--- src/design/fdcPkg.sv ---
/*
 * floppy emulator common definitions
 * disk image address types, control byte layout and bit cell timing
 */
`default_nettype none

package fdcPkg;

	////////////////////////////////////////////////////////////////////////////
	// disk image addressing
	////////////////////////////////////////////////////////////////////////////

	typedef logic [17:0] ramAddr_t;
	// head position in 16 byte units
	typedef logic [12:0] trackOffset_t;
	typedef logic [7:0] trackNo_t;
	typedef logic [11:0] byteIndex_t;

	// one track is 0x4D0 bytes, so 0x4D offset units
	localparam trackOffset_t TrackStep = 13'h04D;
	// 40 tracks at half steps
	localparam trackNo_t MaxTrackNo = 8'd78;

	// controller control byte
	localparam int CtPhase0 = 0;
	localparam int CtPhase1 = 1;
	localparam int CtPhase2 = 2;
	localparam int CtPhase3 = 3;
	localparam int CtDrive1 = 4;
	localparam int CtDrive2 = 7;

	////////////////////////////////////////////////////////////////////////////
	// bit cell timing, cycles from cell start
	////////////////////////////////////////////////////////////////////////////

	localparam logic [6:0] PollEndCycle = 7'd33;
	localparam logic [6:0] ClockRecStart = 7'd32;
	localparam logic [6:0] ClockRecEnd = 7'd36;
	localparam logic [6:0] DataRecStart = 7'd60;
	localparam logic [6:0] DataSetCycle = 7'd61;
	localparam logic [6:0] DataRecEnd = 7'd64;
	localparam logic [6:0] CellLen = 7'd115;

	// track sequencer
	typedef enum logic {
		streamSync,
		streamCell
	} streamState_t;

	// stepper quarter positions, one per phase coil
	typedef enum logic [1:0] {
		phaseA,
		phaseB,
		phaseC,
		phaseD
	} stepPhase_t;

endpackage

`default_nettype wire
--- src/design/floppyEmulator.sv ---
/*
 * two drive floppy emulator top level
 * drive select, head steppers and the track read path on one RAM image
 */
`timescale 1ns/1ps
`default_nettype none

module floppyEmulator #(
	parameter fdcPkg::byteIndex_t TrackLen = 12'h9A0,
	parameter int SyncGapLen = 262144
) (
	input wire logic FDC_CLK,
	input wire logic RESET_N,
	input wire logic [1:0] sw,
	input wire logic [7:0] fdcCt,
	input wire logic fdcIoData,
	input wire logic [7:0] ramDataR,
	output wire logic ramRead,
	output wire fdcPkg::ramAddr_t ramAddr,
	output wire logic [7:0] fdcData,
	output wire logic fdcPoll,
	output wire logic fdcWp,
	output wire logic drive1,
	output wire logic drive2,
	output wire logic motor,
	output wire fdcPkg::trackNo_t track1No,
	output wire fdcPkg::trackNo_t track2No
);
	import fdcPkg::*;

	wire logic [3:0] phase;
	wire logic step1En;
	wire logic step2En;
	wire logic driveActive;
	wire ramAddr_t trackBase;
	wire trackOffset_t track1Offset;
	wire trackOffset_t track2Offset;
	wire logic poll;
	wire logic fdcRec;
	wire logic dataSet;

	////////////////////////////////////////////////////////////////////////////
	// drive mechanics
	////////////////////////////////////////////////////////////////////////////

	driveSelect select_i (
		.FDC_CLK(FDC_CLK),
		.RESET_N(RESET_N),
		.fdcCt(fdcCt),
		.sw(sw),
		.track1Offset(track1Offset),
		.track2Offset(track2Offset),
		.drive1(drive1),
		.drive2(drive2),
		.motor(motor),
		.fdcWp(fdcWp),
		.phase(phase),
		.step1En(step1En),
		.step2En(step2En),
		.driveActive(driveActive),
		.trackBase(trackBase)
	);

	headStepper stepper1_i (
		.FDC_CLK(FDC_CLK),
		.RESET_N(RESET_N),
		.stepEn(step1En),
		.phase(phase),
		.trackNo(track1No),
		.trackOffset(track1Offset)
	);

	headStepper stepper2_i (
		.FDC_CLK(FDC_CLK),
		.RESET_N(RESET_N),
		.stepEn(step2En),
		.phase(phase),
		.trackNo(track2No),
		.trackOffset(track2Offset)
	);

	////////////////////////////////////////////////////////////////////////////
	// read path
	////////////////////////////////////////////////////////////////////////////

	bitStreamer #(
		.TrackLen(TrackLen),
		.SyncGapLen(SyncGapLen)
	) streamer_i (
		.FDC_CLK(FDC_CLK),
		.RESET_N(RESET_N),
		.trackBase(trackBase),
		.ramDataR(ramDataR),
		.ramRead(ramRead),
		.ramAddr(ramAddr),
		.poll(poll),
		.fdcRec(fdcRec),
		.dataSet(dataSet)
	);

	readDeserializer deserializer_i (
		.FDC_CLK(FDC_CLK),
		.RESET_N(RESET_N),
		.poll(poll),
		.fdcRec(fdcRec),
		.dataSet(dataSet),
		.fdcIoData(fdcIoData),
		.driveActive(driveActive),
		.fdcPoll(fdcPoll),
		.fdcData(fdcData)
	);

endmodule

`default_nettype wire

--- src/design/readDeserializer.sv ---
/*
 * host side read deserializer
 * recovers bits from the record pulses, assembles bytes, latches on strobe
 */
`timescale 1ns/1ps
`default_nettype none

module readDeserializer (
	input wire logic FDC_CLK,
	input wire logic RESET_N,
	input wire logic poll,
	input wire logic fdcRec,
	input wire logic dataSet,
	input wire logic fdcIoData,
	input wire logic driveActive,
	output logic fdcPoll,
	output logic [7:0] fdcData
);
	logic recQ;
	logic ioDataQ;
	logic bitVal;
	logic [7:0] shiftReg;
	logic [7:0] dataReg;

	// edge detect state
	always_ff @(posedge FDC_CLK or negedge RESET_N)
	begin
		if (!RESET_N)
		begin
			recQ <= 1'b0;
			ioDataQ <= 1'b0;
		end
		else
		begin
			recQ <= fdcRec;
			ioDataQ <= fdcIoData;
		end
	end

	always_ff @(posedge FDC_CLK)
	begin
		// clock pulse lands inside poll, data pulse after it
		if (fdcRec && !recQ)
			bitVal <= ~poll;
		if (dataSet)
			shiftReg <= {shiftReg[6:0], bitVal};
		if (fdcIoData && !ioDataQ)
			dataReg <= shiftReg;
	end

	assign fdcPoll = driveActive ? poll : 1'b0;
	assign fdcData = driveActive ? dataReg : 8'hFF;

endmodule

`default_nettype wire

--- src/design/bitStreamer.sv ---
/*
 * track bit streamer
 * waits out the sync gap, then fetches track bytes from the disk image RAM
 * and plays them out MSB first as poll, clock and data pulses per bit cell
 */
`timescale 1ns/1ps
`default_nettype none

module bitStreamer #(
	parameter fdcPkg::byteIndex_t TrackLen = 12'h9A0,
	parameter int SyncGapLen = 262144
) (
	input wire logic FDC_CLK,
	input wire logic RESET_N,
	input wire fdcPkg::ramAddr_t trackBase,
	input wire logic [7:0] ramDataR,
	output logic ramRead,
	output fdcPkg::ramAddr_t ramAddr,
	output logic poll,
	output logic fdcRec,
	output logic dataSet
);
	import fdcPkg::*;

	localparam int SyncW = $clog2(SyncGapLen + 1);

	streamState_t state;
	logic [SyncW-1:0] syncCnt;
	logic [6:0] cycleCnt;
	byteIndex_t byteIdx;
	logic [2:0] bitIdx;

	logic inCell;
	logic cellEnd;
	logic fetchNow;
	logic clockRec;
	logic dataRec;

	////////////////////////////////////////////////////////////////////////////
	// cell decode
	////////////////////////////////////////////////////////////////////////////

	assign inCell = (state == streamCell);
	assign cellEnd = (cycleCnt == CellLen - 7'd1);

	// new byte needed once all 8 bits have gone out
	assign fetchNow = inCell && (cycleCnt == ClockRecStart) && (bitIdx == 3'd0);

	assign clockRec = (cycleCnt >= ClockRecStart) && (cycleCnt < ClockRecEnd);
	assign dataRec = (cycleCnt >= DataRecStart) && (cycleCnt < DataRecEnd) &&
		ramDataR[bitIdx];

	assign poll = inCell && (cycleCnt < PollEndCycle);
	assign fdcRec = inCell && (clockRec || dataRec);
	assign dataSet = inCell && (cycleCnt == DataSetCycle);

	////////////////////////////////////////////////////////////////////////////
	// sequencer
	////////////////////////////////////////////////////////////////////////////

	always_ff @(posedge FDC_CLK or negedge RESET_N)
	begin
		if (!RESET_N)
		begin
			state <= streamSync;
			syncCnt <= '0;
			cycleCnt <= 7'd0;
			byteIdx <= '0;
			bitIdx <= 3'd0;
			ramRead <= 1'b0;
		end
		else
		begin
			ramRead <= fetchNow;
			case (state)
				streamSync:
				begin
					// silence before the first cell of the track
					if (syncCnt == SyncW'(SyncGapLen - 1))
					begin
						syncCnt <= '0;
						cycleCnt <= 7'd0;
						state <= streamCell;
					end
					else
						syncCnt <= syncCnt + SyncW'(1);
				end
				streamCell:
				begin
					// 0 wraps to 7 on a fetch
					if (cycleCnt == ClockRecStart)
						bitIdx <= bitIdx - 3'd1;
					if (fetchNow)
						byteIdx <= byteIdx + 12'd1;
					if (cellEnd)
					begin
						cycleCnt <= 7'd0;
						// last bit of the last byte, back to the gap
						if ((byteIdx == TrackLen) && (bitIdx == 3'd0))
						begin
							byteIdx <= '0;
							state <= streamSync;
						end
					end
					else
						cycleCnt <= cycleCnt + 7'd1;
				end
			endcase
		end
	end

	// read address, valid with ramRead
	always_ff @(posedge FDC_CLK)
	begin
		if (fetchNow)
			ramAddr <= trackBase + {6'd0, byteIdx};
	end

endmodule

`default_nettype wire

--- src/design/headStepper.sv ---
/*
 * quarter step head positioner for one drive
 * follows the one-hot phase coils and keeps the track number and offset
 */
`timescale 1ns/1ps
`default_nettype none

module headStepper (
	input wire logic FDC_CLK,
	input wire logic RESET_N,
	input wire logic stepEn,
	input wire logic [3:0] phase,
	output fdcPkg::trackNo_t trackNo,
	output fdcPkg::trackOffset_t trackOffset
);
	import fdcPkg::*;

	stepPhase_t pos;
	stepPhase_t nextPos;
	stepPhase_t prevPos;
	logic [3:0] nextHot;
	logic [3:0] prevHot;
	logic stepIn;
	logic stepOut;

	// neighbouring quarters wrap around the four coils
	assign nextPos = stepPhase_t'(pos + 2'd1);
	assign prevPos = stepPhase_t'(pos - 2'd1);

	assign nextHot = 4'b0001 << nextPos;
	assign prevHot = 4'b0001 << prevPos;

	// blocked at the limits, position stays put too
	assign stepIn = stepEn && (phase == nextHot) && (trackNo < MaxTrackNo);
	assign stepOut = stepEn && (phase == prevHot) && (trackNo != 8'd0);

	always_ff @(posedge FDC_CLK or negedge RESET_N)
	begin
		if (!RESET_N)
		begin
			pos <= phaseA;
			trackNo <= 8'd0;
			trackOffset <= '0;
		end
		else if (stepIn)
		begin
			pos <= nextPos;
			trackNo <= trackNo + 8'd1;
			trackOffset <= trackOffset + TrackStep;
		end
		else if (stepOut)
		begin
			pos <= prevPos;
			trackNo <= trackNo - 8'd1;
			trackOffset <= trackOffset - TrackStep;
		end
	end

endmodule

`default_nettype wire

--- src/design/driveSelect.sv ---
/*
 * drive select logic
 * latches the control byte, delays the stepper phases and picks the
 * active drive, its write protect level and its track base address
 */
`timescale 1ns/1ps
`default_nettype none

module driveSelect (
	input wire logic FDC_CLK,
	input wire logic RESET_N,
	input wire logic [7:0] fdcCt,
	input wire logic [1:0] sw,
	input wire fdcPkg::trackOffset_t track1Offset,
	input wire fdcPkg::trackOffset_t track2Offset,
	output logic drive1,
	output logic drive2,
	output logic motor,
	output logic fdcWp,
	output logic [3:0] phase,
	output logic step1En,
	output logic step2En,
	output logic driveActive,
	output fdcPkg::ramAddr_t trackBase
);
	import fdcPkg::*;

	logic [3:0] phaseLatch;
	logic [3:0] phaseMid;

	// control byte latch plus two phase delay stages
	always_ff @(posedge FDC_CLK or negedge RESET_N)
	begin
		if (!RESET_N)
		begin
			drive1 <= 1'b0;
			drive2 <= 1'b0;
			motor <= 1'b0;
			phaseLatch <= 4'b0000;
			phaseMid <= 4'b0000;
			phase <= 4'b0000;
		end
		else
		begin
			drive1 <= fdcCt[CtDrive1];
			drive2 <= fdcCt[CtDrive2];
			motor <= fdcCt[CtDrive1] | fdcCt[CtDrive2];
			phaseLatch <= {fdcCt[CtPhase3], fdcCt[CtPhase2], fdcCt[CtPhase1], fdcCt[CtPhase0]};
			phaseMid <= phaseLatch;
			phase <= phaseMid;
		end
	end

	// switch closed means writable, drive1 wins
	assign fdcWp = drive1 ? ~sw[0] : (drive2 ? ~sw[1] : 1'b1);

	// drive2 head also moves when nothing is selected
	assign step1En = drive1;
	assign step2En = ~drive1;

	assign driveActive = drive1 | drive2;

	// drive2 image lives in the upper half of RAM
	assign trackBase = drive1 ? {1'b0, track1Offset, 4'b0000} :
		drive2 ? {1'b1, track2Offset, 4'b0000} : '0;

endmodule

`default_nettype wire

--- config.mk ---
export PLATFORM = sky130hd
export DESIGN_NAME = floppyEmulator
export DESIGN_NICKNAME = d
export VERILOG_FILES = /design/src/design/fdcPkg.sv /design/src/design/floppyEmulator.sv /design/src/design/readDeserializer.sv /design/src/design/bitStreamer.sv /design/src/design/headStepper.sv /design/src/design/driveSelect.sv
export SDC_FILE = /design/constraint.sdc
export NUM_CORES = 1
export LEC_CHECK = 0
export ABC_AREA = 1
export BUFFER_PORTS_ARGS = -buffer_cell sky130_fd_sc_hd__buf_2
export CELL_PAD_IN_SITES_DETAIL_PLACEMENT = 1
export CELL_PAD_IN_SITES_GLOBAL_PLACEMENT = 1
export CORE_ASPECT_RATIO = 0.7
export CORE_UTILIZATION = 46
export DETAILED_ROUTE_END_ITERATION = 16
export GPL_ROUTABILITY_DRIVEN = 0
export MAX_ROUTING_LAYER = met4
export PLACE_DENSITY = 0.77
export SLEW_MARGIN = 25
export SYNTH_ARGS = -nofsm -noshare
export SYNTH_HDL_FRONTEND = slang
export SYNTH_SLANG_ARGS = --single-unit
--- constraint.sdc ---
create_clock -name FDC_CLK -period 3.2 [get_ports FDC_CLK]
set_clock_uncertainty 0.2 [all_clocks]
set_input_delay 0.64 -clock FDC_CLK [delete_from_list [all_inputs] [get_ports FDC_CLK]]
set_output_delay 0.64 -clock FDC_CLK [all_outputs]
set_load 0.02 [all_outputs]
==> results.yml <==
outcome:
  status: "finished, violations left"
  failed_checks: "negative hold slack"
synth:
  synth_nets: 1142
  yosys-top-cells-area: "dfrtp_1 (30%), nand2_1 (12%), edfxtp_1 (12%), ha_1 (8.4%), inv_1 (5.1%)"
  synth_top_flop_cell: "dfrtp_1"
  synth.yosys.seq_area_share: 0.424
  synth_largest_area_cell: "dfrtp_1"
  synthesis.instances: 1057
  synthesis.area_um2: 8740
  synth_edf_count: 35
  synthesis_stage_register_bit_count: 141
  postSynth.asyncResetShare: 0.752
  synthesis.yosys.warnings: 0
  synth.distinct_cells: 41
  yosys.area.top_type_share: 0.304
  synth.avg_cell_area_um2: 8.27
final_layout:
  regArea_um2: 3700
  diodes: 0
  number_of_nets_in_the_layout: 1226
  syn2layout_area_growth_pct: 15.1
  ratio_of_cells_with_drive_above_1_in_the_final_layout: 0.155
  multiInputGateArea_um2: 4530
  finalCoreUtilization: 0.549
  layout.cell_area.non_filler_um2: 10100
  fillCellCount: 2202
  final_common_cell: "nand2_1"
  final_cell_mix: "nand2_1 (285), inv_1 (118), dfrtp_1 (106)"
clock_network:
  ctsLongestPathBuffers: 2
  worstSkewPairLatency_ns: 0.43
  ctsHtreeMaxLevel: 4
  cts.reportedPaths.clkPinSlew_ns: 0.07
  cts_tree: "done"
  cts-buffers-inserted: 17
  cts_hold_repair.buffers: 0
  clock-root-buffer: "clkbuf_16"
  clock-sinks: 141
power_and_ir_drop:
  power-per-cell-area_nw_per_um2: 816
  p_leak_nw: 4.99
  worst_vdd_rail_ir_drop_mv: 0.376
floorplanning:
  initial_utilization: 0.477
  core.rowCount: 41
  die_x_um: 167
  core_region_area_um2: 18300
  overall_die_height_um: 117
  die_area_um2: 19600
  io_pins: 69
sta:
  slew_headroom: 0.543
  setup_viol: 0
  worst_slew_pin_tran_ns: 0.684
  finalMaxSlewViolations: 0
  max_freq_ghz: 0.332
  grt_setup_unrepaired: "true"
  layout_worst_path_cycle_share: 0.942
  tns_ns: 0
  timing.final.hold_violations: 4
  hold_slack_ns: -0.00509
  final_period_minus_worst_setup_slack_ns: 3.01
setup_path:
  crit_required_ns: 3.33
  start_kind: "flip-flop"
  critPathMostFrequentCell: "nand2_1"
  cp_cell_sequence: "inv_1, ha_1, inv_1, nand2_1, nand2_1, nor2_2, nand4_4, buf_6, ha_1, nand2_1, nor2_1, nand2_1, nor2b_1, nor2_1, nand2_1, nand2_1, nand2_1, nand2_1"
  crit_path_max_fanout: 14
  worstSetupEndpointType: "flip-flop"
  critical-path-slowest-cell: "dfrtp_1"
  worst_r2r_startpoint: "stepper1_i.pos[0]"
  cp_data_arrival_time_ns: 3.14
  cp-startpoint: "stepper1_i.pos[0]"
  cpPeakStageDelay_ns: 0.43
  critPathKind: "reg -> reg"
grt:
  wire_length_of_the_first_global_routing_pass_um: 39800
  grt.total_usage: 0.262
  grt_pass1_vias: 7758
  number_of_antenna_violations_at_the_first_check_in_global_routing: 0
  grt_max_degree: 41
  grt.overflow.total: 0
drt:
  detailedRoute.firstIterationViolations: 560
  drt-total-wl_um: 23800
  detail_route.wirelength.met1_um: 12200
  dr.max_layer_used: "met4"
  drc: 0
  detail_route.wl_per_cell_um: 17.1
  drt_pass1_iterations: 4
  antenna_violating_nets_post_route: 0
  wl_met3_um: 838
  route.detailed.vias_per_inst: 5.30
  dr_wl_met2_um: 10500
  vias: 7365
hold_path:
  worst_hold_path_type: "in -> async"
run:
  timing.max_cap.violations: 0
placement:
  io_buffer_count: 66
  dpl.hpwl_um: 17600
  postPlaceCellArea_um2: 9370
==> per-stage QoR <==
stage	cells	power [W]	setup WS, ns
global route	1390	0.00883	-0.0242
detailed placement	1358	0.00599	0.122
global placement	1358	0.00583	0.236
finish	1390	0.00821	0.187
floorplan	1057	0.00508	0.393
CTS	1390	0.00812	0.0974
==> worst paths after layout <==
check / to / slack, ns / depth (start not counted)
setup / recovery: stepper1_i.trackOffset[12] / 0.19 / 18
hold / removal: deserializer_i.recQ / -0.005 / 1
setup reg to reg: stepper1_i.trackOffset[12] / 0.19 / 18
hold reg to reg: select_i.phase[0] / 0.15 / 0
max in group asynchronous: stepper2_i.trackNo[3] / 2.18 / 2
min in group FDC_CLK: select_i.phaseLatch[2] / 0.11 / 1
==> cells in the mapped netlist, types with 2 or more instances <==
master	instances
o21bai_1	5
nand3b_1	7
edfxtp_1	35
nand4_4	2
nor3_1	11
xnor2_1	22
o21ai_0	39
inv_4	2
inv_1	118
inv_2	9
clkbuf_1	2
o21ai_1	5
a22o_1	6
buf_6	7
a31oi_1	8
or2_0	3
nor2_2	7
ha_1	59
nand3_1	63
o21ai_2	13
nor2_1	101
a21oi_1	31
o22ai_1	7
fa_1	5
nor2_4	5
or2_2	10
nand4_1	19
o21ai_4	2
dfrtp_1	106
nand2_1	287
nand2_2	7
a21o_1	6
xor2_1	40
==> final cells by class <==
type                       count  area share
clock inverter                13      0.0155
clock buffer                  19      0.0451
sequential                   141       0.368
multi-input combinational    777       0.450
inverter                     129      0.0486
timing repair buffer          75      0.0430
tap                          236      0.0293
==> sequential cells by signal, indices dropped and copies added, names as in the netlist, 8 cells and up <==
register,count
deserializer_i.dataReg,8
stepper2_i.trackOffset,13
streamer_i.byteIdx,12
deserializer_i.shiftReg,8
stepper2_i.trackNo,8
streamer_i.ramAddr,18
streamer_i.syncCnt,19
stepper1_i.trackOffset,13
stepper1_i.trackNo,8
==> cells by family (layout without fill, tap and decap cells) <==
logic type	count (synthesis)	after routing	synth area share
flip-flops	141	141	0.424
AO/OA/AOI/OAI	124	124	0.0878
adder cells (fa/ha/maj)	64	64	0.0959
AND/OR/NAND/NOR	527	527	0.264
buffers and inverters	139	236	0.0664
XOR/XNOR	62	62	0.0621
==> what timing repair did <==
item / in CTS / in global routing
setup endpoints to repair: 0 / 11
buffers inserted: 0 / 0
hold endpoints to repair: 0 / 0
resized for setup: 0 / 22
==> power by group <==
group | internal, W | switching, W | total (W)
sequential | 0.00214 | 0.000356 | 0.00249
combinational | 0.00138 | 0.00227 | 0.00366
clock | 0.00121 | 0.000847 | 0.00206
==> per-layer routing <==
layer / vias to the layer above / track usage
met4: 0 / 0.0660
li1: 3600 / -
met5: - / -
met1: 3599 / 0.373
met2: 140 / 0.394
met3: 26 / 0.0361
==> worst max-delay path: cells and delay by family (launching register included) <==
| family | cells | cell delay (ns) |
|---|---|---|
| flip-flops | 1 | 0.43 |
| AND/OR/NAND/NOR | 13 | 1.28 |
| buffers and inverters | 3 | 0.41 |
| adder cells (fa/ha/maj) | 2 | 0.57 |
(Power assumes the default switching activity.)
